<file path="config.mk">
export PLATFORM = sky130hd
export DESIGN_NAME = camera_control
export DESIGN_NICKNAME = d
export VERILOG_FILES = /design/src/hdl/camera_consts_pkg.sv /design/src/hdl/camera_control.sv /design/src/hdl/command_decode.sv /design/src/hdl/frame_meter.sv /design/src/hdl/response_select.sv
export VERILOG_INCLUDE_DIRS = /design/src /design/src/hdl
export SDC_FILE = /design/constraint.sdc
export NUM_CORES = 1
export LEC_CHECK = 0
export ABC_AREA = 1
export BUFFER_PORTS_ARGS = -buffer_cell sky130_fd_sc_hd__buf_2
export CELL_PAD_IN_SITES_DETAIL_PLACEMENT = 0
export CELL_PAD_IN_SITES_GLOBAL_PLACEMENT = 1
export CORE_ASPECT_RATIO = 0.75
export CORE_MARGIN = 2
export CORE_UTILIZATION = 41
export CTS_CLUSTER_DIAMETER = 100
export CTS_CLUSTER_SIZE = 14
export DETAILED_ROUTE_END_ITERATION = 6
export PLACE_DENSITY = 0.86
export SYNTH_ARGS = -nofsm -noshare
export SYNTH_HDL_FRONTEND = slang
export SYNTH_HIERARCHICAL = 1
export SYNTH_SLANG_ARGS = --single-unit
</file>
<file path="constraint.sdc">
create_clock -name mipi_byte_clock -period 2.1 [get_ports mipi_byte_clock]
set_input_delay 0.105 -clock mipi_byte_clock [delete_from_list [all_inputs] [get_ports mipi_byte_clock]]
set_output_delay 0.105 -clock mipi_byte_clock [all_outputs]
set_load 0.05 [all_outputs]
</file>
<file path="src/hdl/camera_consts.svh">
// Window size and average shift must keep the 16-bit sum of 8-bit pixels from overflowing
`ifndef CAMERA_CONSTS_SVH
`define CAMERA_CONSTS_SVH

`define CAMERA_WINDOW_WIDTH     16
`define CAMERA_WINDOW_HEIGHT    16
`define CAMERA_AVERAGE_SHIFT    8   // log2 of window area
`define CAMERA_SUM_WIDTH        16

`define CAMERA_DEFAULT_X_START  0
`define CAMERA_DEFAULT_Y_START  0

`define CAMERA_OP_START_CAPTURE 8'h10
`define CAMERA_OP_SET_X_START   8'h11
`define CAMERA_OP_SET_Y_START   8'h12
`define CAMERA_OP_READ_STATUS   8'h20
`define CAMERA_OP_READ_AVERAGE  8'h21
`define CAMERA_OP_READ_PEAK     8'h22

`endif

</file>
<file path="src/hdl/camera_consts_pkg.sv">
// Opcode enum values follow the header macros and must stay unique 8-bit codes
`include "camera_consts.svh"

package camera_pkg;

    typedef enum logic [7:0] {
        CMD_START_CAPTURE = `CAMERA_OP_START_CAPTURE,
        CMD_SET_X_START   = `CAMERA_OP_SET_X_START,
        CMD_SET_Y_START   = `CAMERA_OP_SET_Y_START,
        CMD_READ_STATUS   = `CAMERA_OP_READ_STATUS,
        CMD_READ_AVERAGE  = `CAMERA_OP_READ_AVERAGE,
        CMD_READ_PEAK     = `CAMERA_OP_READ_PEAK
    } cmd_opcode_e;

    typedef enum logic [1:0] {
        READ_STATUS,
        READ_AVERAGE,
        READ_PEAK
    } read_select_e;

    typedef enum logic {
        DECODE_OPCODE,
        DECODE_OPERAND   // Set opcode seen, operand pending
    } decode_state_e;

    typedef enum logic [1:0] {
        METER_IDLE,
        METER_ARMED,     // Waiting for frame start
        METER_ACTIVE
    } meter_state_e;

endpackage

</file>
<file path="src/hdl/camera_control.sv">
// Everything runs on mipi_byte_clock and neither commands nor responses accept back-pressure
`timescale 1ns/1ps

module camera_control (
    input  logic       mipi_byte_clock,
    input  logic       mipi_byte_reset_n,
    input  logic [7:0] op_code_i,
    input  logic       op_code_valid_i,
    input  logic [7:0] operand_i,
    input  logic       operand_valid_i,
    input  logic [7:0] pixel_data_i,
    input  logic       line_valid_i,
    input  logic       frame_valid_i,
    output logic [7:0] response_o,
    output logic       response_valid_o
);

    logic                     start_capture;
    logic [7:0]               x_start;
    logic [7:0]               y_start;
    logic                     read_strobe;
    camera_pkg::read_select_e read_select;
    logic                     meter_ready;
    logic [7:0]               average;
    logic [7:0]               peak;

    command_decode i_command_decode (
        .mipi_byte_clock   (mipi_byte_clock),
        .mipi_byte_reset_n (mipi_byte_reset_n),
        .op_code_i         (op_code_i),
        .op_code_valid_i   (op_code_valid_i),
        .operand_i         (operand_i),
        .operand_valid_i   (operand_valid_i),
        .start_capture_o   (start_capture),
        .x_start_o         (x_start),
        .y_start_o         (y_start),
        .read_strobe_o     (read_strobe),
        .read_select_o     (read_select)
    );

    frame_meter i_frame_meter (
        .mipi_byte_clock   (mipi_byte_clock),
        .mipi_byte_reset_n (mipi_byte_reset_n),
        .start_capture_i   (start_capture),
        .x_start_i         (x_start),
        .y_start_i         (y_start),
        .pixel_data_i      (pixel_data_i),
        .line_valid_i      (line_valid_i),
        .frame_valid_i     (frame_valid_i),
        .meter_ready_o     (meter_ready),
        .average_o         (average),
        .peak_o            (peak)
    );

    response_select i_response_select (
        .mipi_byte_clock   (mipi_byte_clock),
        .mipi_byte_reset_n (mipi_byte_reset_n),
        .read_strobe_i     (read_strobe),
        .read_select_i     (read_select),
        .meter_ready_i     (meter_ready),
        .average_i         (average),
        .peak_i            (peak),
        .response_o        (response_o),
        .response_valid_o  (response_valid_o)
    );

endmodule

</file>
<file path="src/hdl/command_decode.sv">
// A new opcode strobe drops any pending set and operands arriving with an opcode are lost
`timescale 1ns/1ps
`include "camera_consts.svh"

module command_decode (
    input  logic                      mipi_byte_clock,
    input  logic                      mipi_byte_reset_n,
    input  logic [7:0]                op_code_i,
    input  logic                      op_code_valid_i,
    input  logic [7:0]                operand_i,
    input  logic                      operand_valid_i,
    output logic                      start_capture_o,
    output logic [7:0]                x_start_o,
    output logic [7:0]                y_start_o,
    output logic                      read_strobe_o,
    output camera_pkg::read_select_e  read_select_o
);

    camera_pkg::cmd_opcode_e   op_code;
    camera_pkg::decode_state_e state;
    logic                      pending_y;   // Pending operand targets y_start

    assign op_code = camera_pkg::cmd_opcode_e'(op_code_i);

    always_ff @(posedge mipi_byte_clock or negedge mipi_byte_reset_n) begin
        if (!mipi_byte_reset_n) begin
            state           <= camera_pkg::DECODE_OPCODE;
            pending_y       <= 1'b0;
            start_capture_o <= 1'b0;
            x_start_o       <= 8'(`CAMERA_DEFAULT_X_START);
            y_start_o       <= 8'(`CAMERA_DEFAULT_Y_START);
            read_strobe_o   <= 1'b0;
            read_select_o   <= camera_pkg::READ_STATUS;
        end else begin
            start_capture_o <= 1'b0;
            read_strobe_o   <= 1'b0;

            if (op_code_valid_i) begin
                state <= camera_pkg::DECODE_OPCODE;
                case (op_code)
                    camera_pkg::CMD_START_CAPTURE: start_capture_o <= 1'b1;
                    camera_pkg::CMD_SET_X_START: begin
                        state     <= camera_pkg::DECODE_OPERAND;
                        pending_y <= 1'b0;
                    end
                    camera_pkg::CMD_SET_Y_START: begin
                        state     <= camera_pkg::DECODE_OPERAND;
                        pending_y <= 1'b1;
                    end
                    camera_pkg::CMD_READ_STATUS: begin
                        read_strobe_o <= 1'b1;
                        read_select_o <= camera_pkg::READ_STATUS;
                    end
                    camera_pkg::CMD_READ_AVERAGE: begin
                        read_strobe_o <= 1'b1;
                        read_select_o <= camera_pkg::READ_AVERAGE;
                    end
                    camera_pkg::CMD_READ_PEAK: begin
                        read_strobe_o <= 1'b1;
                        read_select_o <= camera_pkg::READ_PEAK;
                    end
                    default: ;   // Unknown opcode ignored
                endcase
            end else if (operand_valid_i && state == camera_pkg::DECODE_OPERAND) begin
                if (pending_y) begin
                    y_start_o <= operand_i;
                end else begin
                    x_start_o <= operand_i;
                end
                state <= camera_pkg::DECODE_OPCODE;
            end
        end
    end

endmodule

</file>
<file path="src/hdl/frame_meter.sv">
// Pixels on the first frame_valid cycle are not counted and arming mid-frame meters the remainder
`timescale 1ns/1ps
`include "camera_consts.svh"

module frame_meter (
    input  logic       mipi_byte_clock,
    input  logic       mipi_byte_reset_n,
    input  logic       start_capture_i,
    input  logic [7:0] x_start_i,
    input  logic [7:0] y_start_i,
    input  logic [7:0] pixel_data_i,
    input  logic       line_valid_i,
    input  logic       frame_valid_i,
    output logic       meter_ready_o,
    output logic [7:0] average_o,
    output logic [7:0] peak_o
);

    localparam logic [8:0] POS_MAX = '1;   // Beyond any window end

    camera_pkg::meter_state_e     state;
    logic [8:0]                   column;
    logic [8:0]                   row;
    logic                         line_valid_d;
    logic [7:0]                   x_origin;
    logic [7:0]                   y_origin;
    logic [8:0]                   x_end;
    logic [8:0]                   y_end;
    logic                         pixel_hit;
    logic [`CAMERA_SUM_WIDTH-1:0] sum;
    logic [7:0]                   peak_acc;
    logic                         frame_done;

    always_comb begin
        x_end     = {1'b0, x_origin} + 9'(`CAMERA_WINDOW_WIDTH);
        y_end     = {1'b0, y_origin} + 9'(`CAMERA_WINDOW_HEIGHT);
        pixel_hit = line_valid_i &&
                    column >= {1'b0, x_origin} && column < x_end &&
                    row >= {1'b0, y_origin} && row < y_end;
    end

    // Position in frame, tracked regardless of meter state
    always_ff @(posedge mipi_byte_clock or negedge mipi_byte_reset_n) begin
        if (!mipi_byte_reset_n) begin
            column       <= '0;
            row          <= '0;
            line_valid_d <= 1'b0;
        end else begin
            line_valid_d <= line_valid_i;
            if (!line_valid_i) begin
                column <= '0;
            end else if (column != POS_MAX) begin
                column <= column + 9'd1;
            end
            if (!frame_valid_i) begin
                row <= '0;
            end else if (line_valid_d && !line_valid_i && row != POS_MAX) begin
                row <= row + 9'd1;   // Falling edge of line_valid
            end
        end
    end

    always_ff @(posedge mipi_byte_clock or negedge mipi_byte_reset_n) begin
        if (!mipi_byte_reset_n) begin
            state         <= camera_pkg::METER_IDLE;
            x_origin      <= 8'(`CAMERA_DEFAULT_X_START);
            y_origin      <= 8'(`CAMERA_DEFAULT_Y_START);
            sum           <= '0;
            peak_acc      <= '0;
            frame_done    <= 1'b0;
            meter_ready_o <= 1'b0;
            average_o     <= '0;
            peak_o        <= '0;
        end else begin
            frame_done <= 1'b0;
            if (frame_done) begin
                meter_ready_o <= 1'b1;
            end

            if (start_capture_i) begin
                state         <= camera_pkg::METER_ARMED;
                meter_ready_o <= 1'b0;
            end else begin
                case (state)
                    camera_pkg::METER_ARMED: begin
                        if (frame_valid_i) begin
                            state    <= camera_pkg::METER_ACTIVE;
                            x_origin <= x_start_i;
                            y_origin <= y_start_i;
                            sum      <= '0;
                            peak_acc <= '0;
                        end
                    end
                    camera_pkg::METER_ACTIVE: begin
                        if (!frame_valid_i) begin
                            state      <= camera_pkg::METER_IDLE;
                            average_o  <= 8'(sum >> `CAMERA_AVERAGE_SHIFT);
                            peak_o     <= peak_acc;
                            frame_done <= 1'b1;
                        end else if (pixel_hit) begin
                            sum <= sum + `CAMERA_SUM_WIDTH'(pixel_data_i);
                            if (pixel_data_i > peak_acc) begin
                                peak_acc <= pixel_data_i;
                            end
                        end
                    end
                    default: ;   // Idle frames ignored
                endcase
            end
        end
    end

endmodule

</file>
<file path="src/hdl/response_select.sv">
// One response per read strobe with no back-pressure and the byte holds until the next read
`timescale 1ns/1ps

module response_select (
    input  logic                     mipi_byte_clock,
    input  logic                     mipi_byte_reset_n,
    input  logic                     read_strobe_i,
    input  camera_pkg::read_select_e read_select_i,
    input  logic                     meter_ready_i,
    input  logic [7:0]               average_i,
    input  logic [7:0]               peak_i,
    output logic [7:0]               response_o,
    output logic                     response_valid_o
);

    logic [7:0] selected;

    always_comb begin
        case (read_select_i)
            camera_pkg::READ_STATUS:  selected = {7'b0, meter_ready_i};
            camera_pkg::READ_AVERAGE: selected = average_i;
            camera_pkg::READ_PEAK:    selected = peak_i;
            default:                  selected = 8'h00;
        endcase
    end

    always_ff @(posedge mipi_byte_clock or negedge mipi_byte_reset_n) begin
        if (!mipi_byte_reset_n) begin
            response_o       <= 8'h00;
            response_valid_o <= 1'b0;
        end else begin
            response_valid_o <= read_strobe_i;
            if (read_strobe_i) begin
                response_o <= selected;
            end
        end
    end

endmodule

</file>
==> metrics.txt <==
worst min-delay path class in2reg; CTS buffer count 9; Max Freq 448 MHz; cell mode on critical path nand2_1; clock-pin slew on the worst setup and hold paths 70 ps; Max VDD drop 0.000468 V; Clock Path Buffers 2; drt pass-1 iters 5; hold path cells 3; RSZ-0062 raised after global routing yes; largest net degree at the start of global routing 48; critical path arrival 2520 ps; clk_lat worst skew roughly 350 ps; layout cell share with drive strength beyond 1 0.176; WL final 14700 um; number of global-route vias before repair 4835; WHS Endpoint i_command_decode/y_start_o[2]$_DFFE_PN0P_; Syn Nets 914; WL/cell 13.1 um; Slew @ Worst Pin 646 ps; GRT Util Overall 0.185; Worst path slowest cell dfrtp_1; fin crit period 2230 ps; hold_sp operand_i[2]; Core ar. 15300 um2; H-tree Lvls 3; Final setup violation count 24; max-slew violations 0; synthesis-to-finish area growth 18.3%; multi-input combinational cell area roughly 3300 um2; outcome finished with violations; GP Congestion 0.832; P_leak 0.00409 uW; Mapped Cells 835; DIE AREA 16700 um2; Setup Skew about 8.4 ps; synthesized area 6430 um2; Power, Total 6790 uW; ANT nets after route 0; Avg Inst Size Synth roughly 7.7 um2; number of buffers added on ports 38; initial core utilization 0.421; CP max stage delay 400 ps; Power Density ~890 nW/um2; CTS tree built; TNS Setup -2440 ps; Final #Nets a little under 1000; Yosys Warn Count 6; reg2reg setup slack -130 ps; fin worst setup slack -130 ps; DRC errors left 0; Data required, critical path 2390 ps; Crit Path Category reg2reg; # Max-Cap Violations 0; failing checks negative setup slack; crit-path max FO 13; IO Pins 39; die height ~110 um; number of core rows 39; Slew HR 0.569; Via Count between 5000 and 6000; CP Capture Type flop; sequential share of the synthesized area 0.428; Root Driver clkbuf_16; antenna cells 0; GRT overflow 0; initial antenna violation count 0; Final period util 1.06; first-pass GRT wire length 24500 um; vias per cell 4.72; final hold violation count 0; placed cell areas 7010 um2; Unique masters post-synth 38; reg2reg start i_frame_meter/x_origin[4]$_DFFE_PN0P_; Worst setup SP type flop; fill count 1489; Placement Setup Slack -279 ps; CP cell instances ha_2, xnor2_2, ha_1, nand2_1, a21oi_2, nor2_1, nand2_1, nor2_1, nand4_1, nand2_4, buf_6, nand3_1, nand2_1; clk sink count 110; r2r endpoint i_frame_meter/peak_acc[4]$_DFFE_PN0P_; Post-DP HPWL 11000 um; Yosys reg bits 110; register area between 2000 and 3000 um2; R2R depth 13; Die W 149 um; design area 7610 um2; Iteration-0 DRC Markers roughly 370
-- metal layers --
metal | share of wire | vias up | global-route usage
li1 | - | 2796 | -
met1 | 0.56 | 2380 | 0.295
met2 | 0.39 | 92 | 0.251
met3 | 0.043 | 8 | 0.0431
met4 | 0.0085 | 0 | 0.0381
met5 | 0 | - | 0
-- cell type report --
cell class,instances,share of cell area
multi-input combinational,592,0.432
sequential,110,0.362
timing repair buffer,78,0.0686
inverter,117,0.0580
tap,205,0.0337
clock buffer,9,0.0296
clock inverter,7,0.0158
-- stage by stage --
step / cells / util / hold WS (ps)
floorplan: 835 / - / -191
global route: 1118 / 0.498 / 35.3
global placement: 1091 / 0.459 / -88.6
CTS: 1113 / 0.489 / 23.4
finish: 1118 / 0.498 / 33.6
detailed placement: 1091 / 0.459 / -86.2
-- kinds of logic after synthesis --
| family | after synthesis | synth area share |
|---|---|---|
| AOI/OAI and AO/OA | 101 | 0.0926 |
| xor gates and xnor gates | 10 | 0.0136 |
| adders and majority gates | 49 | 0.0965 |
| buffers and inverters | 134 | 0.0858 |
| DFF | 110 | 0.428 |
| muxes | 2 | 0.00350 |
| and+or+nand+nor | 429 | 0.280 |
-- Yosys cell counts --
cell type | n | share of area
dfrtp_1 | 110 | 0.43
xor2_1 | 6 | 0.0082
nand2_2 | 3 | 0.0029
o21ai_0 | 33 | 0.026
a21oi_1 | 44 | 0.034
buf_2 | 6 | 0.0047
o21ai_2 | 16 | 0.022
clkbuf_1 | 4 | 0.0023
nor2_4 | 4 | 0.0070
nand2_4 | 1 | 0.0018
o221a_2 | 1 | 0.0018
nor4_1 | 2 | 0.0019
a21oi_4 | 1 | 0.0025
or2_0 | 1 | 0.00097
buf_8 | 1 | 0.0023
o211ai_1 | 1 | 0.0012
buf_1 | 1 | 0.00058
nand2_1 | 251 | 0.15
a21o_1 | 2 | 0.0023
buf_6 | 3 | 0.0053
nor2_1 | 80 | 0.047
fa_1 | 1 | 0.0031
mux2_2 | 2 | 0.0035
nor2_2 | 1 | 0.00097
nand3_1 | 60 | 0.047
inv_1 | 113 | 0.066
nor3_1 | 15 | 0.012
xnor2_1 | 4 | 0.0054
or2_2 | 1 | 0.00097
inv_2 | 4 | 0.0023
a21boi_0 | 1 | 0.0012
nand3_4 | 1 | 0.0027
buf_4 | 2 | 0.0023
nand4_1 | 5 | 0.0049
a31oi_1 | 2 | 0.0019
nand3b_1 | 3 | 0.0035
ha_1 | 48 | 0.093
nor3b_1 | 1 | 0.0012
-- power by group --
group / total, uW / switching [uW] / internal [uW]
Sequential: 2680 / 231 / 2450
Combinational: 2140 / 1330 / 810
Clock: 1980 / 803 / 1170
Total: 6790 / 2370 / 4430
-- repair_timing --
item,CTS,global route
cloned,0,1
setup endpoints to repair,24,35
setup buffers,4,4
gates resized for setup,13,31
endpoints found under the hold margin,111,0
hold buffers,2,0
pin swaps,3,10
-- worst max path at each step --
stage,from,endpoint,slack [ps],depth (start not counted)
final,i_frame_meter/x_origin[4]$_DFFE_PN0P_,i_frame_meter/peak_acc[4]$_DFFE_PN0P_,-130,13
after CTS,i_frame_meter/x_origin[4]$_DFFE_PN0P_,i_frame_meter/peak_acc[4]$_DFFE_PN0P_,-130,13
after floorplan,i_frame_meter/x_origin[4]$_DFFE_PN0P_,i_frame_meter/sum[8]$_DFFE_PN0P_,100,14
after global placement,i_frame_meter/x_origin[4]$_DFFE_PN0P_,i_frame_meter/peak_acc[0]$_DFFE_PN0P_,-180,13
after global routing,i_frame_meter/y_origin[4]$_DFFE_PN0P_,i_frame_meter/sum[8]$_DFFE_PN0P_,-310,14
after detailed placement,i_frame_meter/x_origin[4]$_DFFE_PN0P_,i_frame_meter/peak_acc[4]$_DFFE_PN0P_,-280,13
-- registers in the layout (all words and copies together), names as in the netlist --
| register | count |
|---|---|
| i_frame_meter/sum | 16 |
| i_frame_meter/column | 9 |
| i_frame_meter/y_origin | 8 |
| i_frame_meter/row | 9 |
| i_command_decode/pending_y | 1 |
| i_command_decode/x_start_o | 8 |
| i_command_decode/y_start_o | 8 |
| i_frame_meter/line_valid_d | 1 |
| i_response_select/response_valid_o | 1 |
| i_frame_meter/frame_done | 1 |
| i_command_decode/start_capture_o | 1 |
| i_frame_meter/meter_ready_o | 1 |
| i_frame_meter/x_origin | 8 |
| i_command_decode/read_strobe_o | 1 |
| i_frame_meter/state | 2 |
| i_frame_meter/average_o | 8 |
| i_frame_meter/peak_o | 8 |
| i_command_decode/state | 1 |
| i_response_select/response_o | 8 |
| i_command_decode/read_select_o | 2 |
| i_frame_meter/peak_acc | 8 |
-- worst max-delay path: cells and delay by family, from the launching register on --
family                   cells  cell delay [ps]
AND/OR/NAND/NOR              8              900
adder cells (fa/ha/maj)      2              500
flip-flops                   1              400
buffers and inverters        1              200
XOR/XNOR                     1              130
AO/OA/AOI/OAI                1               50
-- layout by cell type (no fill, tap or decap), types with 4 or more instances in the layout --
cell,n
nand2_1,244
dfrtp_1,110
inv_1,109
nor2_1,77
nand3_1,57
a21oi_1,41
ha_1,41
buf_2,37
buf_4,35
o21ai_0,32
o21ai_2,17
nor3_1,12
clkbuf_16,9
inv_2,7
nand2_2,7
xor2_1,6
ha_2,6
nand4_1,5
nand2_4,4
nor2_4,4
nor2_2,4
Note: power is estimated with default switching activity, not from simulation.
